`config.mk`:
```
export PLATFORM = sky130hd
export DESIGN_NAME = bus_response_merge
export DESIGN_NICKNAME = d
export VERILOG_FILES = /design/src/source/bus_response_merge.sv
export SDC_FILE = /design/constraint.sdc
export NUM_CORES = 1
export LEC_CHECK = 0
export BUFFER_PORTS_ARGS = -buffer_cell sky130_fd_sc_hd__buf_2
export CAP_MARGIN = 5
export CELL_PAD_IN_SITES_DETAIL_PLACEMENT = 0
export CELL_PAD_IN_SITES_GLOBAL_PLACEMENT = 1
export CORE_AREA = 2 2 39 41
export DETAILED_ROUTE_END_ITERATION = 8
export DIE_AREA = 0 0 41 43
export GPL_TIMING_DRIVEN = 0
export PLACE_DENSITY = 0.32
export SLEW_MARGIN = 20
export SYNTH_ARGS = -nofsm -noshare
export SYNTH_HDL_FRONTEND = slang
export SYNTH_SLANG_ARGS = --single-unit
```
`constraint.sdc`:
```
create_clock -name clk -period 0.8 [get_ports clk]
set_input_delay 0.12 -clock clk [delete_from_list [all_inputs] [get_ports clk]]
set_output_delay 0.12 -clock clk [all_outputs]
set_load 0.02 [all_outputs]
```
`src/source/bus_response_merge.sv`:
```
/* bus response merger
   selects the active slave's response and registers it onto the bus */
`timescale 1ns/100ps

module bus_response_merge (
    input  logic clk,
    input  logic rstN,
    input  logic rd_a,
    input  logic ready_a,
    input  logic active_a,
    input  logic rd_b,
    input  logic ready_b,
    input  logic active_b,
    output logic rD,
    output logic ready,
    output logic busy
);

    logic rd_sel;
    logic ready_sel;

    // at most one slave is active at a time
    always_comb begin
        if (active_a) begin
            rd_sel    = rd_a;
            ready_sel = ready_a;
        end else if (active_b) begin
            rd_sel    = rd_b;
            ready_sel = ready_b;
        end else begin
            rd_sel    = 1'b0;
            ready_sel = 1'b1;
        end
    end

    always_ff @(posedge clk or negedge rstN) begin
        if (!rstN) begin
            rD    <= 1'b0;
            ready <= 1'b1;
            busy  <= 1'b0;
        end else begin
            rD    <= rd_sel;
            ready <= ready_sel;
            busy  <= active_a || active_b;
        end
    end

endmodule

```
==> summary.md <==
| Metric | Value |
|---|---|
| Outcome | finished with violations |
| Failing checks | negative setup slack |
| Biggest area consumer among synthesized cells | dfrtp_1 |
| WL/cell | 6.20 um |
| Area grow syn2layout | 112% |
| CP bufs+invs | 1 |
| Met2 WL post-DR | 72 um |
| Fin worst setup slack | -0.171 ns |
| Routability cong. | 0.557 |
| Critical-path cell list | buf_6 |
| Die extent in x | 41 um |
| # clock sinks | 3 |
| Critical path launch point type | register |
| Placement Cell Area | 181 um^2 |
| #FFs+latches synth | 3 |
| Number of global-route vias before repair | 101 |
| Hold crit path type | primary input to register |
| Synth Area in Adders | 0% |
| First-pass GRT wire length | 427 um |
| Synth Area in Simple Gates | 19.1% |
| Core area | 1380 um^2 |
| Worst-margin pin slew | 0.158 ns |
| DIE AREA | 1760 um^2 |
| Remaining global-route overflow | 0 |
| Req. time, crit path | 0.68 ns |
| Initial antenna violation count | 0 |
| Highest routed layer | met4 |
| Initial DRC count | 0 |
| GRT Total Usage | 4.82% |
| CTS Root Cell | clkbuf_4 |
| TritonCTS buffer count | 3 |
| Finish-stage setup viols | 3 |
| Metal-1 WL | 109 um |
| Hold Fails Final Rpt | 0 |
| Critical path peak fanout | 1 |
| Ant. Diodes | 0 |
| Setup Buffers After CTS | 0 |
| Met3 wire length | 56 um |
| Post-synthesis mux area share | 0% |
| Setup crit end kind | output port |
| WP depth | 1 |
| Delay-heaviest family, CP | flip-flops |
| Max_slew headroom | 89.4% |
| Clock slew at reported path FFs | 0.03 ns |
| Initial core utilization | 8.05% |
| Pins Over Slew Limit | 0 |
| Netlist cell types | 8 |
| Vias/cell | 2.83 |
| Largest net degree at the start of global routing | 6 |
| Xor/xnor share of the synthesized area | 0% |
| Post-Syn Area per Cell | 11.1 um^2 |
| RSZ-0062 raised after global routing | true |
| PortBufs | 10 |
| Register area share after synthesis | 68.5% |
| CTS tree | yes |
| Post-DRT Antenna Nets | 0 |
| Worst path max stage delay | 0.51 ns |
| Synth Area in Compound Gates | 8.99% |
| H-tree depth | 1 |
| Syn Inst Count | 10 |
| Worst hold margin | 0.0867 ns |
| Post-route insts no fill | 41 |
| IO Pins | 11 |
| Final wirelength | 254 um |
| Synthesis Warnings | 0 |
| Yosys top cell area share | 44.9% |
| Max Cap Viol | 0 |
| Die Span Y | 43 um |
| Row count | 14 |
| Finished Cell Area | 236 um^2 |
| Fmax | 1030 MHz |
| Worst vdd ir | 0.000308 V |
| Total number of vias | 116 |
| Synthesized cell area | 111 um^2 |
| Dpl cells | 36 |
| Final nets | 34 |
| DRT Pass-1 Iters | 1 |
| Power Density | 2120 nW/um^2 |
| Tmin final | 0.971 ns |
| Fraction of layout cells with a size suffix above 1 | 56.0% |
| Critical path class | register to output port |
| Hold Crit Depth | 2 |
| Largest family of logic cells by synthesized area | simple AND/OR/NAND/NOR gates |
| Arr. time, crit path | 0.85 ns |
| Clk buf depth | 2 |
| Top area cells in the synthesized netlist | dfrtp_1 45%, dfstp_2 24%, nand2_1 6.7%, nor3b_1 6.7%, or2_1 5.6% |
| DRC | 0 |
| Final worst path period share | 121% |
| Cell leakage power | 0.000113 uW |
| Net count after synthesis | 18 |
| CP max-delay cell | dfstp_2 |
-- logic make-up (layout without fill, tap and decap cells) --
family                 Yosys count  count (layout)
and+or+nand+nor                  4               4
buffers and inverters            1              16
DFF                              3               3
AOI/OAI and AO/OA                2               2
-- power breakdown --
part           switching, uW  internal (uW)
sequential              4.14            165
clock                   75.1            187
combinational           31.1           39.5
total                    110            392
-- layout by cell type (no fill, tap or decap) --
cell type      count
buf_6              3
dlygate4sd3_1      1
a21oi_1            1
buf_2              7
nor3b_1            1
dfrtp_1            2
o21ai_0            1
dfstp_2            1
clkbuf_1           1
clkbuf_4           3
inv_1              1
nand2_1            2
or2_1              1
-- per-stage QoR --
stage / setup slack [ns] / util [%] / setup TNS [ns] / power [uW]
after global routing: -0.214 / 17.1 / -0.350 / 556
after floorplan: 0.126 / - / 0 / 193
final: -0.171 / 17.1 / -0.247 / 502
after detailed placement: 0.0377 / 13.1 / 0 / 225
after CTS: -0.185 / 17.1 / -0.288 / 522
after global placement: 0.0419 / 13.1 / 0 / 223
-- Yosys cell counts, drive strengths merged --
cell   number
o21ai       1
dfrtp       2
nor3b       1
inv         1
or2         1
dfstp       1
a21oi       1
nand2       2
-- sequential cells by signal, summed over array words and instances, names as in the netlist --
name / flops
busy: 1
rD: 1
ready: 1
-- layer usage --
metal	vias up	GRT usage, %
met5	-	0
met4	0	10.0
met3	2	3.14
met2	13	4.06
met1	39	4.50
li1	62	-
-- timing repair --
action	4_1_cts	5_1_grt
setup endpoints to repair	3	3
hold endpoints to repair	3	0
hold buffers	1	0
gates resized for setup	6	0
-- worst paths after layout --
path                       slack, ns     to      from
setup / recovery               -0.17  ready     ready
max in group asynchronous       0.39  ready      rstN
hold / removal                  0.09  ready  active_a
min in group asynchronous       0.22   busy      rstN
-- layout make-up --
class	instances	area, um^2
fillers	151	1150
repair buffers	11	78.8
flip-flops and latches	3	76.3
multi-input cells	6	31.3
clock buffers	4	26.3
well taps	16	20.0
inverters	1	3.75
(Power assumes the default switching activity.)
